**src/verilog/rv_exec_pkg.sv**
```systemverilog
package rv_exec_pkg;

  // Datapath width
  localparam int xlen = 32;

  typedef logic [xlen-1:0] word_t;

  localparam logic [6:0] op_rtype = 7'b0110011; // R-type arithmetic

  // Branch conditions
  localparam logic [2:0] f3_beq  = 3'b000;
  localparam logic [2:0] f3_bne  = 3'b001;
  localparam logic [2:0] f3_blt  = 3'b100;
  localparam logic [2:0] f3_bge  = 3'b101;
  localparam logic [2:0] f3_bltu = 3'b110;
  localparam logic [2:0] f3_bgeu = 3'b111;

  // R-type operations
  localparam logic [2:0] f3_add  = 3'b000;
  localparam logic [2:0] f3_sll  = 3'b001;
  localparam logic [2:0] f3_slt  = 3'b010;
  localparam logic [2:0] f3_sltu = 3'b011;
  localparam logic [2:0] f3_xor  = 3'b100;
  localparam logic [2:0] f3_srl  = 3'b101; // SRA shares this code
  localparam logic [2:0] f3_or   = 3'b110;
  localparam logic [2:0] f3_and  = 3'b111;

  // funct7 selectors
  localparam logic [6:0] f7_alt    = 7'b0100000; // SUB, SRA
  localparam logic [6:0] f7_muldiv = 7'b0000001; // M extension

  // Shift-add iterations, one per multiplier bit
  localparam int mul_cycles = 32;

endpackage

```
**src/verilog/t04_mul_if.sv**
```systemverilog
interface t04_mul_if;

  logic                 start;   // One-cycle request
  rv_exec_pkg::word_t   a;       // Multiplicand
  rv_exec_pkg::word_t   b;       // Multiplier
  logic                 done;    // One-cycle completion
  rv_exec_pkg::word_t   product; // Low word, valid with done

  modport seq (
    output start, a, b,
    input  done, product
  );

  modport mul (
    input  start, a, b,
    output done, product
  );

endinterface

```
**src/verilog/t04_fa32.sv**
```systemverilog
module t04_fa32 (
  input  rv_exec_pkg::word_t a,
  input  rv_exec_pkg::word_t b,
  input  logic               cin,
  output rv_exec_pkg::word_t s,
  output logic               cout
);

  logic [rv_exec_pkg::xlen:0] carry; // Ripple chain

  assign carry[0] = cin;

  // One full adder cell per bit
  for (genvar i = 0; i < rv_exec_pkg::xlen; i++) begin : g_bit
    assign s[i]       = a[i] ^ b[i] ^ carry[i];
    assign carry[i+1] = (a[i] & b[i]) | (carry[i] & (a[i] ^ b[i]));
  end

  assign cout = carry[rv_exec_pkg::xlen];

endmodule

```
**src/verilog/t04_alu.sv**
```systemverilog
module t04_alu (
  input  rv_exec_pkg::word_t src_a,
  input  rv_exec_pkg::word_t src_b,
  input  rv_exec_pkg::word_t instruction,
  input  logic               alu_control,
  output rv_exec_pkg::word_t alu_result,
  output logic               branch_flag,
  output logic               mul_en
);

  rv_exec_pkg::word_t sub_result;
  logic               sub_cout;
  logic               sub_ovf;
  logic               lt_signed;
  logic               lt_unsigned;
  logic [6:0]         opcode;
  logic [6:0]         funct7;
  logic [2:0]         funct3;

  assign opcode = instruction[6:0];
  assign funct3 = instruction[14:12];
  assign funct7 = instruction[31:25];

  // A - B as A + ~B + 1
  t04_fa32 u_sub (
    .a    (src_a),
    .b    (~src_b),
    .cin  (1'b1),
    .s    (sub_result),
    .cout (sub_cout)
  );

  // Overflow when operand signs differ and the result sign flips from A
  assign sub_ovf     = (src_a[31] ^ src_b[31]) & (sub_result[31] ^ src_a[31]);
  assign lt_signed   = sub_result[31] ^ sub_ovf;
  assign lt_unsigned = ~sub_cout; // No carry out means a borrow

  always_comb begin
    alu_result  = '0;
    branch_flag = 1'b0;
    mul_en      = 1'b0;

    if (alu_control) begin
      alu_result = sub_result; // Branches report the difference
      case (funct3)
        rv_exec_pkg::f3_beq:  branch_flag = (sub_result == '0);
        rv_exec_pkg::f3_bne:  branch_flag = (sub_result != '0);
        rv_exec_pkg::f3_blt:  branch_flag = lt_signed;
        rv_exec_pkg::f3_bge:  branch_flag = ~lt_signed;
        rv_exec_pkg::f3_bltu: branch_flag = lt_unsigned;
        rv_exec_pkg::f3_bgeu: branch_flag = ~lt_unsigned;
        default:              branch_flag = 1'b0;
      endcase
    end else if (opcode == rv_exec_pkg::op_rtype) begin
      case (funct3)
        rv_exec_pkg::f3_add: begin
          if (funct7 == rv_exec_pkg::f7_muldiv) begin
            mul_en = 1'b1; // Product comes from the multiplier
          end else if (funct7 == rv_exec_pkg::f7_alt) begin
            alu_result = sub_result;
          end else begin
            alu_result = src_a + src_b;
          end
        end
        rv_exec_pkg::f3_sll:  alu_result = src_a << src_b[4:0];
        rv_exec_pkg::f3_slt:  alu_result = {31'd0, lt_signed};
        rv_exec_pkg::f3_sltu: alu_result = {31'd0, lt_unsigned};
        rv_exec_pkg::f3_xor:  alu_result = src_a ^ src_b;
        rv_exec_pkg::f3_srl: begin
          if (funct7 == rv_exec_pkg::f7_alt)
            alu_result = $signed(src_a) >>> src_b[4:0]; // SRA
          else
            alu_result = src_a >> src_b[4:0];
        end
        rv_exec_pkg::f3_or:   alu_result = src_a | src_b;
        rv_exec_pkg::f3_and:  alu_result = src_a & src_b;
        default:              alu_result = '0;
      endcase
    end else begin
      // Loads, stores, ADDI and the like
      alu_result = src_a + src_b;
    end
  end

endmodule

```
**src/verilog/t04_multiplier.sv**
```systemverilog
module t04_multiplier (
  input logic clk,
  input logic rst,
  t04_mul_if.mul mul
);

  localparam int cnt_w = $clog2(rv_exec_pkg::mul_cycles);

  rv_exec_pkg::word_t mcand;  // Shifts left each step
  rv_exec_pkg::word_t mplier; // Shifts right each step
  rv_exec_pkg::word_t acc;
  logic [cnt_w-1:0]   count;
  logic               running;
  logic               done_q;

  // Control state
  always_ff @(posedge clk) begin
    if (rst) begin
      running <= 1'b0;
      done_q  <= 1'b0;
      count   <= '0;
    end else begin
      done_q <= 1'b0;
      if (mul.start) begin
        running <= 1'b1;
        count   <= cnt_w'(1); // Bit 0 handled in the load cycle
      end else if (running) begin
        count <= count + 1'b1;
        if (count == cnt_w'(rv_exec_pkg::mul_cycles - 1)) begin
          running <= 1'b0;
          done_q  <= 1'b1;
        end
      end
    end
  end

  // Datapath, low word only
  always_ff @(posedge clk) begin
    if (mul.start) begin
      acc    <= mul.b[0] ? mul.a : '0;
      mcand  <= mul.a << 1;
      mplier <= mul.b >> 1;
    end else if (running) begin
      if (mplier[0])
        acc <= acc + mcand;
      mcand  <= mcand << 1;
      mplier <= mplier >> 1;
    end
  end

  assign mul.done    = done_q;
  assign mul.product = acc;

endmodule

```
**src/verilog/t04_exec_seq.sv**
```systemverilog
module t04_exec_seq (
  input  logic               clk,
  input  logic               rst,
  input  logic               issue,
  input  rv_exec_pkg::word_t src_a,
  input  rv_exec_pkg::word_t src_b,
  input  rv_exec_pkg::word_t alu_result,
  input  logic               branch_flag,
  input  logic               mul_en,
  output rv_exec_pkg::word_t result,
  output logic               branch_taken,
  output logic               done,
  output logic               busy,
  t04_mul_if.seq             mul
);

  typedef enum logic {st_idle, st_mul} state_t;

  state_t state;

  assign busy = (state == st_mul);

  always_ff @(posedge clk) begin
    if (rst) begin
      state        <= st_idle;
      done         <= 1'b0;
      mul.start    <= 1'b0;
      result       <= '0;
      branch_taken <= 1'b0;
    end else begin
      done      <= 1'b0;
      mul.start <= 1'b0;
      case (state)
        st_idle: begin
          if (issue && mul_en) begin
            mul.start <= 1'b1;
            state     <= st_mul;
          end else if (issue) begin
            result       <= alu_result; // Single-cycle path
            branch_taken <= branch_flag;
            done         <= 1'b1;
          end
        end
        st_mul: begin
          // Issues are dropped here
          if (mul.done) begin
            result       <= mul.product;
            branch_taken <= 1'b0;
            done         <= 1'b1;
            state        <= st_idle;
          end
        end
        default: state <= st_idle;
      endcase
    end
  end

  // Operands captured with the start pulse
  always_ff @(posedge clk) begin
    if (!busy && issue && mul_en) begin
      mul.a <= src_a;
      mul.b <= src_b;
    end
  end

endmodule

```
**src/verilog/t04_execute.sv**
```systemverilog
module t04_execute (
  input  logic               clk,
  input  logic               rst,
  input  logic               issue,
  input  logic               alu_control,
  input  rv_exec_pkg::word_t src_a,
  input  rv_exec_pkg::word_t src_b,
  input  rv_exec_pkg::word_t instruction,
  output rv_exec_pkg::word_t result,
  output logic               branch_taken,
  output logic               done,
  output logic               busy
);

  rv_exec_pkg::word_t alu_result;
  logic               branch_flag;
  logic               mul_en;

  t04_mul_if mul_bus ();

  t04_alu u_alu (
    .src_a       (src_a),
    .src_b       (src_b),
    .instruction (instruction),
    .alu_control (alu_control),
    .alu_result  (alu_result),
    .branch_flag (branch_flag),
    .mul_en      (mul_en)
  );

  t04_exec_seq u_seq (
    .clk          (clk),
    .rst          (rst),
    .issue        (issue),
    .src_a        (src_a),
    .src_b        (src_b),
    .alu_result   (alu_result),
    .branch_flag  (branch_flag),
    .mul_en       (mul_en),
    .result       (result),
    .branch_taken (branch_taken),
    .done         (done),
    .busy         (busy),
    .mul          (mul_bus.seq)
  );

  t04_multiplier u_mul (
    .clk (clk),
    .rst (rst),
    .mul (mul_bus.mul)
  );

endmodule

```
**config.mk**
```make
export PLATFORM = sky130hd
export DESIGN_NAME = t04_execute
export DESIGN_NICKNAME = d
export VERILOG_FILES = /design/src/verilog/rv_exec_pkg.sv /design/src/verilog/t04_mul_if.sv /design/src/verilog/t04_fa32.sv /design/src/verilog/t04_alu.sv /design/src/verilog/t04_multiplier.sv /design/src/verilog/t04_exec_seq.sv /design/src/verilog/t04_execute.sv
export SDC_FILE = /design/constraint.sdc
export NUM_CORES = 1
export LEC_CHECK = 0
export ABC_CLOCK_PERIOD_IN_PS = 18300
export BUFFER_PORTS_ARGS = -buffer_cell sky130_fd_sc_hd__buf_4
export CAP_MARGIN = 25
export CORE_MARGIN = 2
export CORE_UTILIZATION = 56
export CTS_CLUSTER_SIZE = 40
export DETAILED_ROUTE_END_ITERATION = 8
export MAX_ROUTING_LAYER = met4
export PLACE_DENSITY = 0.83
export RECOVER_POWER = 100
export SYNTH_ARGS = -nofsm -noshare
export SYNTH_HDL_FRONTEND = slang
export SYNTH_SLANG_ARGS = --single-unit
```
**constraint.sdc**
```tcl
create_clock -name clk -period 18.3 [get_ports clk]
set_input_delay 3.66 -clock clk [delete_from_list [all_inputs] [get_ports clk]]
set_output_delay 3.66 -clock clk [all_outputs]
set_load 0.02 [all_outputs]
```
Yosys cells after proc, flatten, opt, wreduce, memory -nomap -nowiden. Cells that the tools add are included.

Add/subtract/negate cells: 3. Equal/unequal tests: 14. Shift-type cells: 3. Muxes and demuxes: 41. Bitwise gates (word level): 171. Reduce and logical (&&, ||, !) cells: 14.

Operators with widths (number): $mux 32 (14); $pmux 32 s8 (1); $xor 1x1->1 (66); $add 32x32->32 (2); $and 1x1->1 (64); $pmux 32 s2 (1); $mux 31 (2); $and 32x32->32 (1); $logic_not 32->1 (1); $not 32->32 (1); $or 1x1->1 (32); $or 32x32->32 (1); $reduce_bool 32->1 (1); $shl 32x5->32 (1); $shr 32x5->32 (1); $sshr 32x5->32 (1); $xor 32x32->32 (1); $mux 1 (19); $eq 7x6->1 const B (2); $eq 3x3->1 const B (4); $eq 7x1->1 const B (1); $eq 3x2->1 const B (2); $pmux 1 s2 (3); $pmux 1 s6 (1); 14 further kinds (23).

Register bits: 201. Input port bits: 100. Output and inout bits: 35. Logic and storage cells: 260.

Depth between registers and ports, before layout.
Word-level depth: 73. Depth in mapped cells: 42. Depth with buffers taken out: 41.

Modules after synthesis. Synthesis repeated with hierarchy kept, for this count alone.

Cell total of the unflattened synthesis: 1983. Area total of the unflattened synthesis: 17840.9 um^2.

Modules (own cells, without submodules): t04_alu (times used 1, cells each 1209, area each 7866.3 um^2, seq. area each 0.0 um^2); t04_multiplier (times used 1, cells each 505, area each 5913.2 um^2, seq. area each 2962.8 um^2); t04_exec_seq (times used 1, cells each 227, area each 3383.2 um^2, seq. area each 2642.5 um^2); t04_fa32 (times used 1, cells each 42, area each 678.2 um^2, seq. area each 0.0 um^2).

Least setup slack after synthesis. OpenSTA, ideal clock, no wires.

Kind: input -> register. From: input port src_b[1]. To: register u_seq.branch_taken. Setup time: 0.128 ns. Arrival time: 17.084 ns. Data required time: 18.172 ns. Path slack: 1.088 ns. Cell stages on the path: 42. Buffers on the path: 3. Path through: buf_2 -> inv_1 -> buf_2 -> buf_2 -> fa_1 -> fa_1 -> fa_1 -> fa_1 -> fa_1 -> fa_1 -> fa_1 -> fa_1 -> fa_1 -> fa_1 -> fa_1 -> fa_1 -> fa_1 -> fa_1 -> (+6 left out) -> fa_1 -> fa_1 -> fa_1 -> fa_1 -> fa_1 -> fa_1 -> fa_1 -> fa_1 -> fa_1 -> fa_1 -> fa_1 -> nor4_1 -> nand4_1 -> nor2_1 -> xnor2_1 -> o31ai_1 -> a32oi_1 -> nor2_1.

Word-level cells in the longest chain between the ends: 72. Elaborated cells between the ends (all ways): 108. Those cells by class: 5 x mux; 101 x bitwise; 2 x reduce/logical.

Ends and longest elaborated chain: start: declaration (RTL line t04_execute.sv:7) `input rv_exec_pkg::word_t src_b,`; $not 32->32 (*) (RTL line t04_alu.sv:27) `.b (~src_b),`; $xor 1x1->1 (RTL line t04_fa32.sv:15, t04_fa32.sv:16); $and 1x1->1 (RTL line t04_fa32.sv:16) `assign carry[i+1] = (a[i] & b[i]) | (carry[i] & (a[i] ^ b[i]));`; $or 1x1->1 (RTL line t04_fa32.sv:16); $and 1x1->1 (RTL line t04_fa32.sv:16); $or 1x1->1 (RTL line t04_fa32.sv:16); $and 1x1->1 (RTL line t04_fa32.sv:16); $or 1x1->1 (RTL line t04_fa32.sv:16); (+56 left out); $and 1x1->1 (RTL line t04_alu.sv:34) `assign sub_ovf = (src_a[31] ^ src_b[31]) & (sub_result[31] ^ src_a[31]);`; $xor 1x1->1 (RTL line t04_alu.sv:35) `assign lt_signed = sub_result[31] ^ sub_ovf;`; $not 1->1 (RTL line t04_alu.sv:49) `rv_exec_pkg::f3_bge: branch_flag = ~lt_signed;`; $pmux 1 s6 (*) (RTL line t04_alu.sv:45) `case (funct3)`; $mux 1 (*) (RTL line t04_alu.sv:43) `if (alu_control) begin`; $mux 1 (*) (RTL line t04_exec_seq.sv:38) `end else if (issue) begin`; $mux 1 (*) (RTL line t04_exec_seq.sv:35) `if (issue && mul_en) begin`; $pmux 1 s2 (*) (RTL line t04_exec_seq.sv:33) `case (state)`; end signal: assignment (RTL line t04_exec_seq.sv:40) `branch_taken <= branch_flag;`; end: declaration (RTL line t04_exec_seq.sv:11) `output logic branch_taken,`.

Every way passes the cells marked *; elsewhere a longest branch is shown, timed or not. The select of a mux whose other input is x is not followed. A chain may end at the register's enable or synchronous reset.

Final worst setup path.
From: input port src_b[4]. To: register u_seq.branch_taken.

Word-level cells in the longest chain between the ends: 66. Elaborated cells between the ends (all ways): 99. Those cells by class: 5 x mux; 92 x bitwise; 2 x reduce/logical.

Ends and longest elaborated chain (RTL line): $not 32->32 (*) (t04_alu.sv:27); $xor 1x1->1 (t04_fa32.sv:15, t04_fa32.sv:16); $and 1x1->1 (t04_fa32.sv:16); $or 1x1->1 (t04_fa32.sv:16); $and 1x1->1 (t04_fa32.sv:16); $or 1x1->1 (t04_fa32.sv:16); $and 1x1->1 (t04_fa32.sv:16); $or 1x1->1 (t04_fa32.sv:16); (+50 left out); $and 1x1->1 (t04_alu.sv:34); $xor 1x1->1 (t04_alu.sv:35); $not 1->1 (t04_alu.sv:49); $pmux 1 s6 (*) (t04_alu.sv:45); $mux 1 (*) (t04_alu.sv:43); $mux 1 (*) (t04_exec_seq.sv:38); $mux 1 (*) (t04_exec_seq.sv:35); $pmux 1 s2 (*) (t04_exec_seq.sv:33).

Marked as above.

==> flow_summary.yaml <==
status:
  status: "complete, but fails checks"
  violations: "capacitance limit, slew limit"
sta:
  period_minus_slack_ns: 17.68
  finalSetupViolations: 0
  final-hold-violation-count: 0
  max_freq_mhz: 56.56
  tightestPinTransition_ns: 3.871
  max_slew_margin: -1.581
  fin_skew_ns: 0.01759
  period_share: 0.9661
  drv_slew: 653
  setup_tns_ns: 0
  rsz0062_at_grt: "false"
  setup_slack_ns: 0.6205
clock_tree:
  cts_tree: "yes"
  cts_made_buffers: 23
  clk_latency_ns: 0.52
  clkTransAtPathRegs_ns: 0.07
  htreeDepth: 1
  clockRootBuffer: "clkbuf_16"
  cts_max_path_buffers: 3
  cts_resized: 0
  cts_sinks: 201
  hold_buffers: 0
  cts_setup_buffers: 0
placed_design:
  io_buffers: 119
  gp_congestion: 1.057
  place_hpwl_mm: 48.91
  place_ws_ns: 0.5924
cells_and_area:
  drive_gt1_frac: 0.1103
  final_cell_mix: "nand2_1, o21ai_0, edfxtp_1, a21oi_1, nor2_1"
  syn2layout_area_growth_pct: 7.618
  antenna_cells: 0
  final_common_cell: "nand2_1"
  nets: 2183
logic_synthesis:
  syn_inst: 1916
  synth-edff-count: 158
  ys_warn_count: 0
  synth_area_um2: 17770
  syn_area_per_cell_um2: 9.274
  ys_types: 81
  synth_top_area_cell: "edfxtp_1"
  async_flop_share: 0
  yosysSeqAreaShare: 0.3154
  synth.ff_latch_count: 201
  synth_top_area_share: 0.2670
  ys.flop_type: "edfxtp_1"
  synthTopCellsByArea: "edfxtp_1, mux4_2, ha_1, dfxtp_1, o21ai_0"
  syn_nets: 2148
floorplan:
  die_y_um: 182.1
  die_w_um: 182.1
  initial_core_util: 0.5660
  core_area_um2: 31390
  row_count: 65
  dieArea_um2: 33170
  pin_count: 135
routing:
  vias_per_cell: 7.041
  firstDrtPassIters: 8
  postRouteAntennaNets: 0
  drt-initial-drc-count: 2250
  drc: 0
  avgRoutedWirePerCell_um: 27.75
  num_vias: 16679
  routed_wl_mm: 65.73
power_and_ir_drop:
  comb_power_share: 0.270
  clkPwrFrac: 0.348
  pwr-share-seq: 0.382
  ir_drop_uv: 46.62
  leakage_nw: 7.127
  power.switching_mw: 0.4310
  p_total_mw: 1.316
  netSwitchingFraction: 0.3275
  cellPowerDensity_nw_per_um2: 68.81
  p_int_mw: 0.8849
global_routing:
  grt_antenna_before_repair: 0
  grt_max_degree: 65
  grt_first_pass_wirelength_mm: 98.30
  grt_pass1_vias: 15653
  grt_overflow: 0
  gr-usage-all-layers: 0.4028
critical_path:
  r2r.worst_path.cells: 3
  r2r_slack_ns: 11.02
  crit_type: "in -> reg"
  crit_fanout: 37
  r2r-end: "u_mul.mplier[30]"
  crit_path_end_kind: "flop"
  cp.arrival_ns: 18.01
  path_common_cell: "fa_1"
  critPathMaxStageDelay_ns: 1.39
  crit_path_start_kind: "input pin"
  slowest_stage: "clkbuf_1"
  critical_path_required_ns: 18.63
  reg2reg_from: "u_seq.mul.start"
worst_hold_path:
  whs_path_depth: 2
  worstHoldEndpoint: "u_seq.result[21]"
  hold_class: "reg -> reg"
  min-delay-start: "u_seq.result[21]"
run:
  cap_violations: 14
==> cells in the mapped netlist, types with 10 or more instances <==
master / number
edfxtp_1: 158
or3_1: 18
fa_1: 34
nor2_1: 132
nor3_1: 29
o211ai_1: 19
xnor2_1: 26
mux2_2: 63
a221oi_1: 19
and3_1: 18
mux4_2: 62
a31oi_1: 19
nand2b_1: 13
xor2_1: 30
o21ai_0: 167
nand2_1: 221
a211oi_1: 37
o21bai_1: 10
ha_1: 98
nand3_1: 28
nand4_1: 12
clkbuf_1: 97
inv_1: 104
o22ai_1: 10
a21oi_1: 136
buf_2: 16
dfxtp_1: 43
nor4_1: 12
a21o_1: 25
mux2i_1: 65
buf_1: 12
o31ai_1: 10
==> final cells by class <==
cell class	count	area (um2)
Inverter	108	405.4
Tap cell	402	503.0
Fill cell	2761	12270
Clock buffer	26	596.8
Clock inverter	15	143.9
Multi-Input combinational cell	1472	11190
Timing Repair Buffer	145	683.2
Sequential cell	201	5605
==> cell families after synthesis <==
group                    count (synthesis)  synth area share
AO/OA/AOI/OAI                          572            0.2076
multiplexers                           190            0.1551
buffers and inverters                  243           0.05464
XOR/XNOR                                56           0.02760
AND/OR/NAND/NOR                        522            0.1323
flip-flops                             201            0.3154
adder cells (fa/ha/maj)                132            0.1073
==> power by group through the flow <==
| stage | Combinational [mW] | Clock [mW] | Sequential [mW] |
|---|---|---|---|
| floorplan | 0.210 | 0 | 0.519 |
| global placement | 0.348 | 0 | 0.512 |
| detailed placement | 0.351 | 0 | 0.512 |
| CTS | 0.353 | 0.460 | 0.502 |
| global route | 0.374 | 0.476 | 0.503 |
| finish | 0.355 | 0.458 | 0.503 |
==> critical path: cells and delay by family <==
kind                       cells  cell delay [ns]
xor gates and xnor gates       1             0.13
buffers and inverters          2             1.66
and+or+nand+nor                4             0.63
AOI/OAI and AO/OA              2             0.32
adders and majority gates     28            11.60
==> sequential cells by signal (all words and copies together), names as in the netlist <==
register	cells
u_seq.branch_taken	1
u_mul.mul.product	32
u_seq.mul.a	32
u_seq.mul.start	1
u_seq.busy	1
u_mul.running	1
u_seq.mul.b	32
u_mul.mplier	31
u_mul.mul.done	1
u_mul.mcand	31
u_mul.count	5
u_seq.result	32
u_seq.done	1
==> worst max path at each step <==
stage	from	slack (ns)	end
2_1_floorplan	src_b[1]	1.09	u_seq.branch_taken
3_3_place_gp	src_a[0]	0.70	u_seq.branch_taken
3_5_place_dp	src_a[0]	0.59	u_seq.branch_taken
4_1_cts	src_a[0]	1.07	u_seq.branch_taken
5_1_grt	src_a[0]	0.22	u_seq.branch_taken
6_report	src_b[4]	0.62	u_seq.branch_taken
==> through the flow <==
step           hold WS, ns  utilization  cell area, um2  cells
2_1_floorplan       0.4889            -           17770   1916
4_1_cts             0.4618       0.6228           19550   2369
3_3_place_gp        0.4449       0.5992           18810   2328
3_5_place_dp        0.4554       0.5992           18810   2328
5_1_grt             0.4906       0.6092           19120   2369
6_report            0.4571       0.6092           19120   2369
==> routing by layer <==
layer / track usage / share of wire / vias up
li1: - / - / 7242
met1: 0.5538 / 0.40 / 8114
met2: 0.6026 / 0.44 / 1148
met3: 0.08022 / 0.12 / 175
met4: 0.1297 / 0.038 / 0
met5: - / 0 / -
Note: power is estimated with default switching activity, not from simulation.
